$ cat config.mk
export PLATFORM = sky130hd
export DESIGN_NAME = ins_scan_top
export DESIGN_NICKNAME = d
export VERILOG_FILES = /design/src/source/ins_scan_pkg.sv /design/src/source/ins_buf_if.sv /design/src/source/ins_scan_top.sv /design/src/source/ins_apb_regs.sv /design/src/source/ins_boundary_scan.sv /design/src/source/ins_class_decode.sv /design/src/source/ins_length_decode.sv
export VERILOG_INCLUDE_DIRS = /design/src /design/src/source
export SDC_FILE = /design/constraint.sdc
export NUM_CORES = 1
export LEC_CHECK = 0
export ABC_AREA = 1
export ABC_CLOCK_PERIOD_IN_PS = 5050
export BUFFER_PORTS_ARGS = -buffer_cell sky130_fd_sc_hd__buf_2
export CAP_MARGIN = 0
export CORE_MARGIN = 8
export CORE_UTILIZATION = 25
export CTS_CLUSTER_DIAMETER = 80
export DETAILED_ROUTE_END_ITERATION = 8
export PLACE_DENSITY_LB_ADDON = 0.08
export REMOVE_ABC_BUFFERS = 1
export SLEW_MARGIN = 10
export SYNTH_ARGS = -nofsm -noshare
export SYNTH_HDL_FRONTEND = slang
export SYNTH_HIERARCHICAL = 1
export SYNTH_SLANG_ARGS = --single-unit
$ cat constraint.sdc
create_clock -name clk -period 5.05 [get_ports clk]
set_clock_uncertainty 0.1 [all_clocks]
set_input_delay 0.2525 -clock clk [delete_from_list [all_inputs] [get_ports clk]]
set_output_delay 0.2525 -clock clk [all_outputs]
set_load 0.02 [all_outputs]
$ cat src/source/ins_scan_macros.svh
`ifndef INS_SCAN_MACROS_SVH
`define INS_SCAN_MACROS_SVH

// ======================================
// Fetch window geometry
// ======================================

// Bytes in one fetch window handed to the scanner
`define INS_WIN_BYTES 32
// The window is stored and loaded as 32-bit words
`define INS_WIN_WORDS (`INS_WIN_BYTES / 4)

// ======================================
// APB register map
// ======================================

`define INS_APB_AW 8

`define INS_REG_CTRL   8'h00
`define INS_REG_STATUS 8'h04
`define INS_REG_COUNTS 8'h08
`define INS_REG_END    8'h0C
// First window word, the rest follow at increasing word addresses
`define INS_REG_WIN0   8'h10
`define INS_REG_WIN_LAST (`INS_REG_WIN0 + `INS_WIN_BYTES - 4)

`endif
$ cat src/source/ins_scan_pkg.sv
package ins_scan_pkg;

  // ======================================
  // Opcode subset
  // ======================================

  // Only the opcodes the decoders name explicitly are listed here
  // Any other byte value still travels through opcode_t via a cast
  typedef enum logic [7:0] {
    BRK   = 8'h00,
    R1    = 8'h01,
    R2    = 8'h02,
    ADDI  = 8'h04,
    ANDI  = 8'h08,
    ADDIL = 8'h14,
    JEQZ  = 8'h18,
    LDO   = 8'h86,
    LDOS  = 8'h87,
    STO   = 8'h96,
    STOS  = 8'h97,
    EXI7  = 8'h50,
    EXI23 = 8'h51,
    EXI41 = 8'h52,
    EXI55 = 8'h53,
    NOP   = 8'hF1,
    RTS   = 8'hF2,
    PUSH  = 8'hF8,
    POP   = 8'hF9
  } opcode_t;

  // Instruction length in bytes, never more than 8
  typedef logic [3:0] ins_len_t;

  // Coarse instruction class used for the result counters
  typedef enum logic [1:0] {
    CLS_OTHER  = 2'd0,
    CLS_BRANCH = 2'd1,
    CLS_MEM    = 2'd2,
    CLS_PREFIX = 2'd3
  } ins_class_t;

  // Byte offset into the window, one bit wider so it can hold the end offset
  typedef logic [5:0] win_ofs_t;

  typedef logic [7:0] ins_count_t;

  // ======================================
  // Scanner FSM
  // ======================================

  typedef enum logic [1:0] {
    SCAN_IDLE = 2'd0,
    SCAN_STEP = 2'd1,
    SCAN_DONE = 2'd2
  } scan_state_t;

endpackage

$ cat src/source/ins_buf_if.sv
`timescale 1ns/1ns

// Link between the register block and the boundary scanner
interface ins_buf_if;

  // Start request and window read port, owned by the register block
  logic                    start;
  logic [7:0]              rd_byte;

  // Scanner side: read offset, status and results
  ins_scan_pkg::win_ofs_t   rd_ofs;
  logic                     busy;
  logic                     done;
  logic                     overrun;
  ins_scan_pkg::ins_count_t n_ins;
  ins_scan_pkg::ins_count_t n_br;
  ins_scan_pkg::ins_count_t n_mem;
  ins_scan_pkg::ins_count_t n_pfx;
  ins_scan_pkg::win_ofs_t   end_ofs;

  // Register block view
  modport regs (
    output start, rd_byte,
    input  rd_ofs, busy, done, overrun,
    input  n_ins, n_br, n_mem, n_pfx, end_ofs
  );

  // Scanner view
  modport scan (
    input  start, rd_byte,
    output rd_ofs, busy, done, overrun,
    output n_ins, n_br, n_mem, n_pfx, end_ofs
  );

endinterface

$ cat src/source/ins_scan_top.sv
`timescale 1ns/1ns
`include "ins_scan_macros.svh"

// Instruction boundary scanner with an APB host port
module ins_scan_top (
  input  logic                   clk,
  input  logic                   arst_n,
  input  logic                   psel,
  input  logic                   penable,
  input  logic                   pwrite,
  input  logic [`INS_APB_AW-1:0] paddr,
  input  logic [31:0]            pwdata,
  output logic [31:0]            prdata,
  output logic                   pready,
  output logic                   pslverr
);

  // Opcode under the scan offset and what the two decoders make of it
  ins_scan_pkg::opcode_t    opcode;
  ins_scan_pkg::ins_len_t   len;
  ins_scan_pkg::ins_class_t cls;

  ins_buf_if i_buf ();

  ins_apb_regs i_regs (
    .clk     (clk),
    .arst_n  (arst_n),
    .psel    (psel),
    .penable (penable),
    .pwrite  (pwrite),
    .paddr   (paddr),
    .pwdata  (pwdata),
    .prdata  (prdata),
    .pready  (pready),
    .pslverr (pslverr),
    .wbuf    (i_buf.regs)
  );

  // Both decoders look at the same byte in parallel
  ins_length_decode i_len (
    .opcode (opcode),
    .len    (len)
  );

  ins_class_decode i_cls (
    .opcode (opcode),
    .cls    (cls)
  );

  ins_boundary_scan i_scan (
    .clk    (clk),
    .arst_n (arst_n),
    .len    (len),
    .cls    (cls),
    .opcode (opcode),
    .wbuf   (i_buf.scan)
  );

endmodule

$ cat src/source/ins_apb_regs.sv
`timescale 1ns/1ns
`include "ins_scan_macros.svh"

// APB slave holding the fetch window and exposing scan control and results
module ins_apb_regs (
  input  logic                   clk,
  input  logic                   arst_n,
  input  logic                   psel,
  input  logic                   penable,
  input  logic                   pwrite,
  input  logic [`INS_APB_AW-1:0] paddr,
  input  logic [31:0]            pwdata,
  output logic [31:0]            prdata,
  output logic                   pready,
  output logic                   pslverr,
  ins_buf_if.regs                wbuf
);

  localparam int WIDX_W = $clog2(`INS_WIN_WORDS);

  logic                   access;
  logic                   hit_ctrl;
  logic                   hit_status;
  logic                   hit_counts;
  logic                   hit_end;
  logic                   hit_win;
  logic                   unmapped;
  logic                   err;
  logic                   wr_en;
  logic [`INS_APB_AW-1:0] win_addr;
  logic [WIDX_W-1:0]      win_idx;
  logic [31:0]            win_q [`INS_WIN_WORDS];
  logic [31:0]            rd_word;
  logic                   start_q;

  // ======================================
  // Address decode
  // ======================================

  // No wait states, the access phase always completes
  assign pready = 1'b1;
  assign access = psel & penable;

  assign hit_ctrl   = paddr == `INS_REG_CTRL;
  assign hit_status = paddr == `INS_REG_STATUS;
  assign hit_counts = paddr == `INS_REG_COUNTS;
  assign hit_end    = paddr == `INS_REG_END;
  // Window words must be word aligned
  assign hit_win    = (paddr >= `INS_REG_WIN0) && (paddr <= `INS_REG_WIN_LAST) &&
                      (paddr[1:0] == 2'b00);
  assign unmapped   = !(hit_ctrl || hit_status || hit_counts || hit_end || hit_win);

  assign win_addr = paddr - `INS_REG_WIN0;
  assign win_idx  = win_addr[2 +: WIDX_W];

  // Status, counts and end are read only, the window is locked while scanning
  assign err = access & (unmapped |
                         (pwrite & (hit_status | hit_counts | hit_end)) |
                         (pwrite & hit_win & wbuf.busy));
  assign pslverr = err;

  // A rejected write leaves every register untouched
  assign wr_en = access & pwrite & ~err;

  // ======================================
  // Start pulse and window storage
  // ======================================

  // High for one cycle after the CTRL access edge and dropped while busy
  always_ff @(posedge clk or negedge arst_n) begin
    if (!arst_n) begin
      start_q <= 1'b0;
    end else begin
      start_q <= wr_en & hit_ctrl & pwdata[0] & ~wbuf.busy;
    end
  end

  assign wbuf.start = start_q;

  always_ff @(posedge clk) begin
    if (wr_en && hit_win) begin
      win_q[win_idx] <= pwdata;
    end
  end

  // Little endian byte pick for the scanner read port
  assign rd_word      = win_q[wbuf.rd_ofs[4:2]];
  assign wbuf.rd_byte = rd_word[{wbuf.rd_ofs[1:0], 3'b000} +: 8];

  // ======================================
  // Read data
  // ======================================
  always_comb begin
    prdata = '0;
    if (access && !pwrite && !err) begin
      // CTRL reads back as zero since start clears itself
      if (hit_status) begin
        prdata = {29'd0, wbuf.overrun, wbuf.done, wbuf.busy};
      end else if (hit_counts) begin
        prdata = {wbuf.n_pfx, wbuf.n_mem, wbuf.n_br, wbuf.n_ins};
      end else if (hit_end) begin
        prdata = {26'd0, wbuf.end_ofs};
      end else if (hit_win) begin
        prdata = win_q[win_idx];
      end
    end
  end

endmodule

$ cat src/source/ins_boundary_scan.sv
`timescale 1ns/1ns
`include "ins_scan_macros.svh"

// Walks the fetch window one instruction per clock and tallies results
module ins_boundary_scan (
  input  logic                     clk,
  input  logic                     arst_n,
  input  ins_scan_pkg::ins_len_t   len,
  input  ins_scan_pkg::ins_class_t cls,
  output ins_scan_pkg::opcode_t    opcode,
  ins_buf_if.scan                  wbuf
);

  // Offset one past the last window byte
  localparam ins_scan_pkg::win_ofs_t WIN_END = ins_scan_pkg::win_ofs_t'(`INS_WIN_BYTES);

  ins_scan_pkg::scan_state_t state_q;
  ins_scan_pkg::win_ofs_t    ofs_q;
  ins_scan_pkg::win_ofs_t    next_ofs;
  ins_scan_pkg::win_ofs_t    end_ofs_q;
  ins_scan_pkg::ins_count_t  n_ins_q;
  ins_scan_pkg::ins_count_t  n_br_q;
  ins_scan_pkg::ins_count_t  n_mem_q;
  ins_scan_pkg::ins_count_t  n_pfx_q;
  logic                      overrun_q;
  logic                      past_end;
  logic                      at_end;

  // The byte under the current offset is the opcode for both decoders
  assign wbuf.rd_ofs = ofs_q;
  assign opcode      = ins_scan_pkg::opcode_t'(wbuf.rd_byte);

  // Offset is at most 30 here and len at most 8, so 6 bits never wrap
  assign next_ofs = ofs_q + {2'b00, len};
  assign past_end = next_ofs > WIN_END;
  assign at_end   = next_ofs == WIN_END;

  // ======================================
  // Scan FSM
  // ======================================
  always_ff @(posedge clk or negedge arst_n) begin
    if (!arst_n) begin
      state_q   <= ins_scan_pkg::SCAN_IDLE;
      ofs_q     <= '0;
      end_ofs_q <= '0;
      overrun_q <= 1'b0;
      n_ins_q   <= '0;
      n_br_q    <= '0;
      n_mem_q   <= '0;
      n_pfx_q   <= '0;
    end else begin
      case (state_q)
        // A new start clears the previous result, done drops with it
        ins_scan_pkg::SCAN_IDLE, ins_scan_pkg::SCAN_DONE: begin
          if (wbuf.start) begin
            state_q   <= ins_scan_pkg::SCAN_STEP;
            ofs_q     <= '0;
            end_ofs_q <= '0;
            overrun_q <= 1'b0;
            n_ins_q   <= '0;
            n_br_q    <= '0;
            n_mem_q   <= '0;
            n_pfx_q   <= '0;
          end
        end

        ins_scan_pkg::SCAN_STEP: begin
          if (past_end) begin
            // Truncated instruction, report where it began and leave it uncounted
            overrun_q <= 1'b1;
            end_ofs_q <= ofs_q;
            state_q   <= ins_scan_pkg::SCAN_DONE;
          end else begin
            ofs_q     <= next_ofs;
            end_ofs_q <= next_ofs;
            // Prefixes are tallied apart from the instructions they extend
            if (cls == ins_scan_pkg::CLS_PREFIX) begin
              n_pfx_q <= n_pfx_q + 8'd1;
            end else begin
              n_ins_q <= n_ins_q + 8'd1;
              if (cls == ins_scan_pkg::CLS_BRANCH) begin
                n_br_q <= n_br_q + 8'd1;
              end
              if (cls == ins_scan_pkg::CLS_MEM) begin
                n_mem_q <= n_mem_q + 8'd1;
              end
            end
            if (at_end) begin
              state_q <= ins_scan_pkg::SCAN_DONE;
            end
          end
        end

        default: state_q <= ins_scan_pkg::SCAN_IDLE;
      endcase
    end
  end

  // Busy and done come straight from the state so they switch on the same edge
  assign wbuf.busy    = state_q == ins_scan_pkg::SCAN_STEP;
  assign wbuf.done    = state_q == ins_scan_pkg::SCAN_DONE;
  assign wbuf.overrun = overrun_q;
  assign wbuf.end_ofs = end_ofs_q;
  assign wbuf.n_ins   = n_ins_q;
  assign wbuf.n_br    = n_br_q;
  assign wbuf.n_mem   = n_mem_q;
  assign wbuf.n_pfx   = n_pfx_q;

endmodule

$ cat src/source/ins_class_decode.sv
`timescale 1ns/1ns

// Opcode to instruction class lookup
// Runs beside the length decoder on the same opcode byte
module ins_class_decode (
  input  ins_scan_pkg::opcode_t    opcode,
  output ins_scan_pkg::ins_class_t cls
);

  always_comb begin
    casez (opcode)
      // Flow control, the zero test jump plus the branch block
      ins_scan_pkg::JEQZ:  cls = ins_scan_pkg::CLS_BRANCH;
      8'b001?_????:        cls = ins_scan_pkg::CLS_BRANCH;

      // Loads and stores in both long and short displacement forms
      ins_scan_pkg::LDO:   cls = ins_scan_pkg::CLS_MEM;
      ins_scan_pkg::LDOS:  cls = ins_scan_pkg::CLS_MEM;
      ins_scan_pkg::STO:   cls = ins_scan_pkg::CLS_MEM;
      ins_scan_pkg::STOS:  cls = ins_scan_pkg::CLS_MEM;

      // Immediate extension prefixes attach to the following instruction
      ins_scan_pkg::EXI7:  cls = ins_scan_pkg::CLS_PREFIX;
      ins_scan_pkg::EXI23: cls = ins_scan_pkg::CLS_PREFIX;
      ins_scan_pkg::EXI41: cls = ins_scan_pkg::CLS_PREFIX;
      ins_scan_pkg::EXI55: cls = ins_scan_pkg::CLS_PREFIX;

      default:             cls = ins_scan_pkg::CLS_OTHER;
    endcase
  end

endmodule

$ cat src/source/ins_length_decode.sv
`timescale 1ns/1ns

// Opcode to instruction length lookup
// Purely combinational, the scanner samples it in the same cycle
module ins_length_decode (
  input  ins_scan_pkg::opcode_t  opcode,
  output ins_scan_pkg::ins_len_t len
);

  always_comb begin
    casez (opcode)
      // ======================================
      // Two byte forms
      // ======================================
      ins_scan_pkg::BRK:   len = 4'd2;
      ins_scan_pkg::NOP:   len = 4'd2;
      ins_scan_pkg::RTS:   len = 4'd2;
      ins_scan_pkg::PUSH:  len = 4'd2;
      ins_scan_pkg::POP:   len = 4'd2;
      ins_scan_pkg::EXI7:  len = 4'd2;

      // ======================================
      // Four byte forms
      // ======================================
      ins_scan_pkg::R1:    len = 4'd4;
      ins_scan_pkg::ADDI:  len = 4'd4;
      ins_scan_pkg::ANDI:  len = 4'd4;
      ins_scan_pkg::JEQZ:  len = 4'd4;
      // Short memory forms with a small displacement
      ins_scan_pkg::LDOS:  len = 4'd4;
      ins_scan_pkg::STOS:  len = 4'd4;
      ins_scan_pkg::EXI23: len = 4'd4;

      // ======================================
      // Six byte forms
      // ======================================
      ins_scan_pkg::R2:    len = 4'd6;
      ins_scan_pkg::ADDIL: len = 4'd6;
      ins_scan_pkg::LDO:   len = 4'd6;
      ins_scan_pkg::STO:   len = 4'd6;
      ins_scan_pkg::EXI41: len = 4'd6;
      // Conditional branch block covers 0x20 through 0x3F
      8'b001?_????:        len = 4'd6;

      // The widest immediate extension takes a full eight bytes
      ins_scan_pkg::EXI55: len = 4'd8;

      // Opcodes outside the modelled subset are treated as short forms
      default:             len = 4'd2;
    endcase
  end

endmodule

Word level (Yosys, flattened, before mapping):

Memories as Yosys holds them, arrays and structs flattened.
Cells that the tools add are included.

* register bits: 42
* memory bits (writable): 256
* input bits: 45
* output and inout port bits: 34
* word-level logic and storage cells: 130
* memories: 1

Memory list
* i_regs.win_q: words 8, width 32, rd ports 2, clocked after memory_dff 0, write ports 1, RTL line ins_apb_regs.sv:32 `` logic [31:0] win_q [`INS_WIN_WORDS]; ``

* $add $sub $neg: 6
* magnitude comparators: 3
* eq/ne operators: 32
* shift-type cells: 1
* multiplexer cells: 34
* bitwise gates (word level): 16
* reductions and logical operators: 29

Operator list (count)
* 2-to-1 mux 32 bit: 5
* 2-to-1 mux 8 bit: 11
* one-hot mux 8 bit (2 select lines): 4
* adder 8 x 1 -> 8 bit, second input constant: 4
* equality test 8 x 7 -> 1 bit, second input constant: 4
* equality test 8 bit, second input constant: 4
* indexed part select 32 x 6 -> 8 bit: 1
* equality test 8 x 4 -> 1 bit, second input constant: 3
* equality test 8 x 3 -> 1 bit, second input constant: 2
* equality test 8 x 5 -> 1 bit, second input constant: 2
* 2-to-1 mux 6 bit: 2
* one-hot mux 4 bit (3 select lines): 1
* one-hot mux 6 bit (2 select lines): 1
* bitwise AND 1 bit: 10
* AND reduction 5 bit: 2
* equality test 8 x 1 -> 1 bit, second input constant: 1
* equality test 8 x 2 -> 1 bit, second input constant: 1
* >= comparator 8 x 5 -> 1 bit, second input constant: 1
* <= comparator 8 x 6 -> 1 bit, second input constant: 1
* logical NOT 8 bit: 1
* inequality test 2 x 1 -> 1 bit, second input constant: 4
* AND reduction 4 bit: 2
* OR reduction 4 bit: 2
* OR reduction 7 bit: 1
* 25 further kinds: 51

Depth between registers and ports, before layout:

Gate-level depths: netlist of run 1.

* depth after elaboration: 14
* mapped depth: 33

Hierarchy:

The synthesis of run 1 kept the hierarchy.

Modules (own cells, without submodules)
* ins_apb_regs: times used 1, cells an instance 1569, area an instance 13372.8 µm², seq. area each 7712.4 µm²
* ins_boundary_scan: times used 1, cells an instance 360, area an instance 2641.3 µm², seq. area each 1026.0 µm²
* ins_length_decode: times used 1, cells an instance 63, area an instance 264.0 µm², seq. area each 0.0 µm²
* ins_class_decode: times used 1, cells an instance 23, area an instance 105.1 µm², seq. area each 0.0 µm²

Worst setup path before layout of run 1:

No wires, ideal clock.

* path kind: register -> register
* start: reg, netlist name i_scan/wbuf.end_ofs[3]
* end: reg i_scan.n_mem_q[0] (netlist: i_scan/wbuf.n_mem[0])
* setup time: 0.067 ns
* data arrival time: 3.477 ns
* required time: 4.883 ns
* slack: 1.406 ns
* stages on the path, launching flop included: 27
* path buffers: 7
* clock period less this slack: 3.644 ns
* path through: dfrtp_1 > buf_4 > buf_2 > inv_1 > buf_2 > buf_2 > nand3_1 > nand3_1 > a21oi_1 > o21ai_0 > nand2_1 > buf_4 > nor2_1 > nand2_1 > nor2_1 > nor2_1 > nand3_1 > nor2_1 > fa_1 > xor2_1 > nor2_1 > nand3_2 > nand3_4 > buf_6 > buf_6 > nand4_1 > nand2_1

RTL lines
* end signal, assigned: RTL line ins_boundary_scan.sv:85 `n_mem_q <= n_mem_q + 8'd1;`
* end, declared: RTL line ins_boundary_scan.sv:23 `ins_scan_pkg::ins_count_t n_mem_q;`

==> results.sh, run 1 <==
export IMPL_worst_path_buf_inv=2
export IMPL_grt_overflow=0
export IMPL_coreArea_um2=65300
export IMPL_p_total_mw=5.75
export IMPL_drt_iter0_drc=1060
export IMPL_wl_per_cell_um=22.3
export IMPL_via_per_inst=4.75
export IMPL_grt_pass1_vias=14206
export IMPL_totalWireLength_mm=66.9
export IMPL_clock_fmax_mhz=211
export IMPL_num_fill_cells=6913
export IMPL_critPathArrivalTime_ps=5070
export IMPL_use_met3=0.0214
export IMPL_cts_tree="done"
export IMPL_cts_buffers=42
export IMPL_hold_path_class="in -> reg"
export IMPL_power_leakage_nw=7.71
export IMPL_track_usage=0.176
export IMPL_max_stage_delay_ps=490
export IMPL_slew_violations=0
export IMPL_vias=14233
export IMPL_num_rows=94
export IMPL_clock_tree_root_cell="clkbuf_16"
export IMPL_fin_crit_ps=4730
export IMPL_drive_above_1_share=0.114
export IMPL_grt_max_degree=152
export IMPL_synth_avg_cell_area_um2=8.13
export IMPL_ir_worst_vdd_mv=0.226
export IMPL_slew_headroom=0.266
export IMPL_final_nets=2156
export IMPL_rsz0062_at_grt="false"
export IMPL_dieArea_um2=73900
export IMPL_hold_viol=0
export IMPL_crit_chain="buf_12 > a21oi_1 > o21ai_0 > nand3_1 > nand2_1 > nand2_1 > nand2_1 > nand2_1 > nand2_1 > nor2_1 > inv_1 > nor2_1 > nand2_1 > nand3_1 > nor2_1 > fa_1 > xor2_1 > nor2_1 > nand3_2 > nand3_4 > nand3_1 > nand2_1 > nand2_1"
export IMPL_finalSetupTns_ps=0
export IMPL_cts_max_level=2
export IMPL_grt_use_met1=0.233
export IMPL_first_pass_iters=5
export IMPL_tightestPinTransition_ps=1100
export IMPL_cpMostUsedCell="nand2_1"
export IMPL_cts_max_path_buffers=3
export IMPL_grt_pass1_wl_mm=97.6
export IMPL_critPathLaunchType="register"
export IMPL_die_x_um=272
export IMPL_gp_congestion=0.807
export IMPL_die_h_um=272
export IMPL_status="finished, final reports clean"
export IMPL_crit_family="simple AND/OR/NAND/NOR gates"
export IMPL_yosysWarnings=6
export IMPL_clk_pin_slew_ps=50
export IMPL_cp_required_ps=5390
export IMPL_dpl_cell_count=2888
export IMPL_antenna_found_initial=1
export IMPL_remaining_drc_errors=0
export IMPL_antenna_cells=0
export IMPL_max_cap_violations=0
export IMPL_slowest_stage="dfrtp_4"
export IMPL_ant_nets=0
export IMPL_clock_latency_ps=570
export IMPL_postCtsSetupBuffers=0
export IMPL_top_usage_layer="met2"
export IMPL_synthesis_area_um2=16400
export IMPL_cts_sinks=298
export IMPL_ios=79
export IMPL_io_buffers=77
export IMPL_hpwlAfterDp_mm=40.9
export IMPL_grtUsageMet2=0.301
export IMPL_end_kind="register"
export IMPL_powerDensity_nw_per_um2=297
export IMPL_start_util=0.251
export IMPL_crit_type="reg -> reg"
export IMPL_synth_cells=2014
export IMPL_finalCritPeriodShare=0.937
export IMPL_setup_viol=0
export IMPL_holdWs_ps=184
export IMPL_synthToLayoutAreaGrowth_pct=18.4
export IMPL_final_cells=2997
export IMPL_cp_max_fo=151
==> power breakdown <==
part / switching [mW] / internal [mW]
sequential: 0.000583 / 2.68
clock: 1.15 / 1.55
combinational: 0.265 / 0.109
total: 1.41 / 4.34
==> registers in the layout (all words and copies together), names as in the netlist <==
name	count
i_regs/wbuf.start	1
i_regs/win_q	256
i_scan/state_q	2
i_scan/wbuf.end_ofs	6
i_scan/wbuf.n_br	8
i_scan/wbuf.n_ins	8
i_scan/wbuf.n_mem	8
i_scan/wbuf.n_pfx	8
i_scan/wbuf.overrun	1
==> worst paths after layout <==
check	start	to	slack, ps	depth (start not counted)
worst max-delay path	i_scan/wbuf.end_ofs[2]$_DFFE_PN0P_	i_scan/wbuf.n_ins[5]$_DFFE_PN0P_	320	23
worst min-delay path	penable	i_regs/wbuf.start$_DFF_PN0_	180	5
worst max register to register	i_scan/wbuf.end_ofs[2]$_DFFE_PN0P_	i_scan/wbuf.n_ins[5]$_DFFE_PN0P_	320	23
worst min register to register	i_regs/wbuf.start$_DFF_PN0_	i_scan/state_q[1]$_DFFE_PN0P_	350	1
max in group asynchronous	arst_n	i_scan/wbuf.end_ofs[2]$_DFFE_PN0P_	4160	3
min in group asynchronous	arst_n	i_scan/wbuf.n_ins[6]$_DFFE_PN0P_	230	3
==> final cells by class <==
type | instances | area [um^2] | share of cell area
sequential | 298 | 8740 | 0.451
multi-input combinational | 1497 | 6700 | 0.346
timing repair buffer | 162 | 1250 | 0.0643
clock buffer | 53 | 1110 | 0.0574
tap | 864 | 1080 | 0.0557
inverter | 101 | 383 | 0.0197
clock inverter | 22 | 124 | 0.00639
==> cell usage in the layout (no fill, tap or decap), drive strengths merged, types with 2 or more instances in the layout <==
cell type,instances
nand2,605
nor2,425
edfxtp,256
nand3,214
buf,128
inv,98
a21oi,85
o21ai,53
clkbuf,53
dfrtp,42
nand4,37
dlygate4sd3,34
clkinv,23
o21a,22
a21boi,9
xor2,8
ha,8
or2,7
o22ai,6
o211ai,3
o31ai,3
nor3,3
clkinvlp,2
conb,2
nand3b,2
==> metrics by stage <==
stage          setup slack (ps)  cell area, um^2   util
4_1_cts                     567            19400  0.297
3_5_place_dp                590            17800  0.273
6_report                    320            19400  0.297
5_1_grt                    29.3            19400  0.297
2_1_floorplan             -1780            15800      -
3_3_place_gp                590            17800  0.273
==> worst min-delay path, cell delays in order <==
cell and delay, ps:
buf_2 100, nand2_1 220, nor2_1 120, nand3_1 80, nor2_1 50
==> metal layers <==
metal	wire length [um]	vias up
met4	1770	0
met1	30300	6953
met3	2510	91
li1	-	6831
met5	0	-
met2	32300	358
==> timing repair <==
item | in CTS | in global routing
hold endpoints to repair | 299 | 0
gates resized for setup | 0 | 0
hold buffers | 34 | 0
Power figures use the tool's default switching activity.
==> run 2: changes to the inputs <==
--- a/config.mk
+++ b/config.mk
@@ -21,3 +21,2 @@
 export SYNTH_HDL_FRONTEND = slang
-export SYNTH_HIERARCHICAL = 1
 export SYNTH_SLANG_ARGS = --single-unit
==> constraint.sdc (replaced) <==
create_clock -name clk -period 5.05 [get_ports clk]
set_clock_uncertainty 0.1 [all_clocks]
set_input_delay 0 -clock clk [delete_from_list [all_inputs] [get_ports clk]]
set_output_delay 0 -clock clk [all_outputs]
set_load 0.02 [all_outputs]
==> run 2 against run 1 <==
Effect of this change:
- via count shrank 25%
- register-to-register slack gained 320 ps
- clock power grew 1%
- first-iteration DRC count shrank 36%
- final cell count shrank 24%
- non-clock buffer count shrank 10
- maximum frequency grew 7.4%
- total power grew 9.3%
- utilization grew 1.1 points
- critical path type unchanged
- critical endpoint is now i_scan.wbuf.n_pfx[1]$_DFFE_PN0P_
==> results.sh, run 2 <==
export IMPL_end_kind="register"
export IMPL_utilization=0.308
export IMPL_use_met3=0.0258
export IMPL_max_cap_violations=0
export IMPL_clock_tree_root_cell="clkbuf_16"
export IMPL_die_x_um=252
export IMPL_ys_flop_type="edfxtp_1"
export IMPL_track_usage=0.159
export IMPL_dieArea_um2=63300
export IMPL_start_util=0.252
export IMPL_synthToLayoutAreaGrowth_pct=22.1
export IMPL_powerDensity_nw_per_um2=371
export IMPL_coreArea_um2=55000
export IMPL_antenna_found_initial=1
export IMPL_grt_pass1_vias=11091
export IMPL_grtUsageMet2=0.264
export IMPL_hold_path_class="in -> async"
export IMPL_drt_iter0_drc=674
export IMPL_fin_area_um2=16900
export IMPL_synth_cells=1370
export IMPL_yosysTopAreaCellShare=0.554
export IMPL_dpl_cell_area_um2=15300
export IMPL_setup_viol=0
export IMPL_slew_headroom=0.433
export IMPL_via_per_inst=4.71
export IMPL_cts_max_path_buffers=3
export IMPL_pre_cts_ws_ps=653
export IMPL_clk_pin_slew_ps=50
export IMPL_layout_commonest_cell="nand2_1"
export IMPL_finalCritPeriodShare=0.872
export IMPL_num_fill_cells=5666
export IMPL_die_h_um=252
export IMPL_max_stage_delay_ps=430
export IMPL_crit_type="reg -> reg"
export IMPL_grt_max_degree=45
export IMPL_hpwlAfterDp_mm=30.4
export IMPL_dpl_cell_count=2163
export IMPL_synthArstFlopShare=0.138
export IMPL_clock_fmax_mhz=227
export IMPL_synthesis_area_um2=13900
export IMPL_synth_avg_cell_area_um2=10.1
export IMPL_post_cts_resized=0
export IMPL_synth_top_cells_by_area="edfxtp_1, nand2_1, dfrtp_1"
export IMPL_synth_edf_count=256
export IMPL_totalWireLength_mm=51.0
export IMPL_critPathArrivalTime_ps=4760
export IMPL_grt_overflow=0
export IMPL_cts_tree="done"
export IMPL_final_nets=1547
export IMPL_ios=79
export IMPL_top_usage_layer="met2"
export IMPL_yosysWarnings=0
export IMPL_remaining_drc_errors=0
export IMPL_cts_sinks=297
export IMPL_tightestPinTransition_ps=849
export IMPL_cpMostUsedCell="nand2_1"
export IMPL_ant_nets=0
export IMPL_ys_seq_elements=297
export IMPL_clock_latency_ps=560
export IMPL_grt_pass1_wl_mm=75.1
export IMPL_grt_use_met1=0.210
export IMPL_synth_top_cell_by_area="edfxtp_1"
export IMPL_cts_buffers=40
export IMPL_synth_common_cells="nand2_1, edfxtp_1, nand3_1"
export IMPL_cts_max_level=2
export IMPL_synth_most_common_cell="nand2_1"
export IMPL_power_leakage_nw=6.43
export IMPL_vias=10708
export IMPL_mostFrequentLayoutCells="nand2_1, edfxtp_1, nand3_1"
export IMPL_rsz0062_at_grt="false"
export IMPL_hold_viol=0
export IMPL_fin_crit_ps=4410
export IMPL_slew_violations=0
export IMPL_cp_max_fo=30
export IMPL_critPathLaunchType="register"
export IMPL_slowest_stage="fa_1"
export IMPL_final_cells=2273
export IMPL_status="finished, final reports clean"
export IMPL_regMostFlops="i_regs.win_q"
export IMPL_cp_required_ps=5400
export IMPL_first_pass_iters=5
export IMPL_wl_per_cell_um=22.4
export IMPL_ys_types=45
export IMPL_holdWs_ps=53.6
export IMPL_ys_seq_area_frac=0.628
export IMPL_io_buffers=77
export IMPL_drive_above_1_share=0.141
export IMPL_gp_congestion=0.767
export IMPL_ir_worst_vdd_mv=0.216
export IMPL_largest_reg_flops=256
export IMPL_setup_slack_ps=645
export IMPL_num_rows=86
==> run 2: cell count changes in the layout (fill, tap and decap cells not counted), moves of 32 or more <==
cell     before  now
inv_1        90  122
nand2_1     593  327
nor2_1      407   62
a21oi_1      84   24
o21ai_0      44   80
o22ai_1       6  121
nand3_1     206  136
==> run 2: layer usage <==
metal	wire, um	share of wire
met5	0	0
met4	1410	0.028
met3	1910	0.037
met2	24300	0.48
met1	23400	0.46
==> run 2: timing repair <==
action                    in CTS  in global routing
buffers inserted               0                  0
hold endpoints to repair     318                  0
hold buffers                  37                  0
==> run 2: cell families (layout without fill, tap and decap cells) <==
group	after synthesis	in the layout	synth area share
simple gates	584	584	0.181
flops	297	297	0.628
compound gates	249	249	0.108
buf+inv	209	363	0.0606
xor+xnor	22	22	0.0139
fa+ha+maj	8	8	0.00776
other cells	1	2	0.000270
==> run 2: critical path: cells and delay by family (launching register included) <==
family	cells	cell delay, ps
compound gates	3	490
simple gates	19	1770
flops	1	390
xor+xnor	1	240
fa+ha+maj	2	650
buf+inv	4	660
==> run 2: cell type report <==
| cell class | instances | area [um^2] | share of cell area |
|---|---|---|---|
| Clock inverter | 22 | 185 | 0.0109 |
| Timing Repair Buffer | 152 | 1120 | 0.0659 |
| Clock buffer | 50 | 1080 | 0.0638 |
| Inverter | 139 | 522 | 0.0308 |
| Sequential cell | 297 | 8710 | 0.515 |
| Antenna cell | 1 | 2.50 | 0.000148 |
| Multi-Input combinational cell | 864 | 4380 | 0.259 |
| Tap cell | 748 | 936 | 0.0553 |
==> run 2: power breakdown <==
group / leakage, nW / internal, mW / total [mW] / switching, mW
Sequential: 2.87 / 2.68 / 2.69 / 0.0107
Combinational: 2.95 / 0.259 / 0.864 / 0.605
Clock: 0.612 / 1.63 / 2.74 / 1.11
Total: 6.43 / 4.56 / 6.29 / 1.73
==> run 2: path summary, 6_finish.rpt <==
path	endpoint	cells past startpoint	from	slack, ps
max	i_scan.wbuf.n_pfx[1]$_DFFE_PN0P_	29	i_scan.wbuf.end_ofs[2]$_DFFE_PN0P_	640
min	i_scan.wbuf.n_mem[7]$_DFFE_PN0P_	3	arst_n	50
max reg2reg	i_scan.wbuf.n_pfx[1]$_DFFE_PN0P_	29	i_scan.wbuf.end_ofs[2]$_DFFE_PN0P_	640
min reg2reg	i_scan.state_q[1]$_DFFE_PN0P_	1	i_regs.wbuf.start$_DFF_PN0_	380
max in group asynchronous	i_scan.wbuf.end_ofs[2]$_DFFE_PN0P_	3	arst_n	4350
min in group clk	i_regs.win_q[4][26]$_DFFE_PP_	3	paddr[2]	120
==> run 2: metrics by stage <==
| step | power (mW) | TNS, ps |
|---|---|---|
| floorplan | 3.22 | -57550 |
| global placement | 3.59 | 0 |
| detailed placement | 3.58 | 0 |
| CTS | 6.39 | 0 |
| global route | 6.56 | 0 |
| finish | 6.29 | 0 |
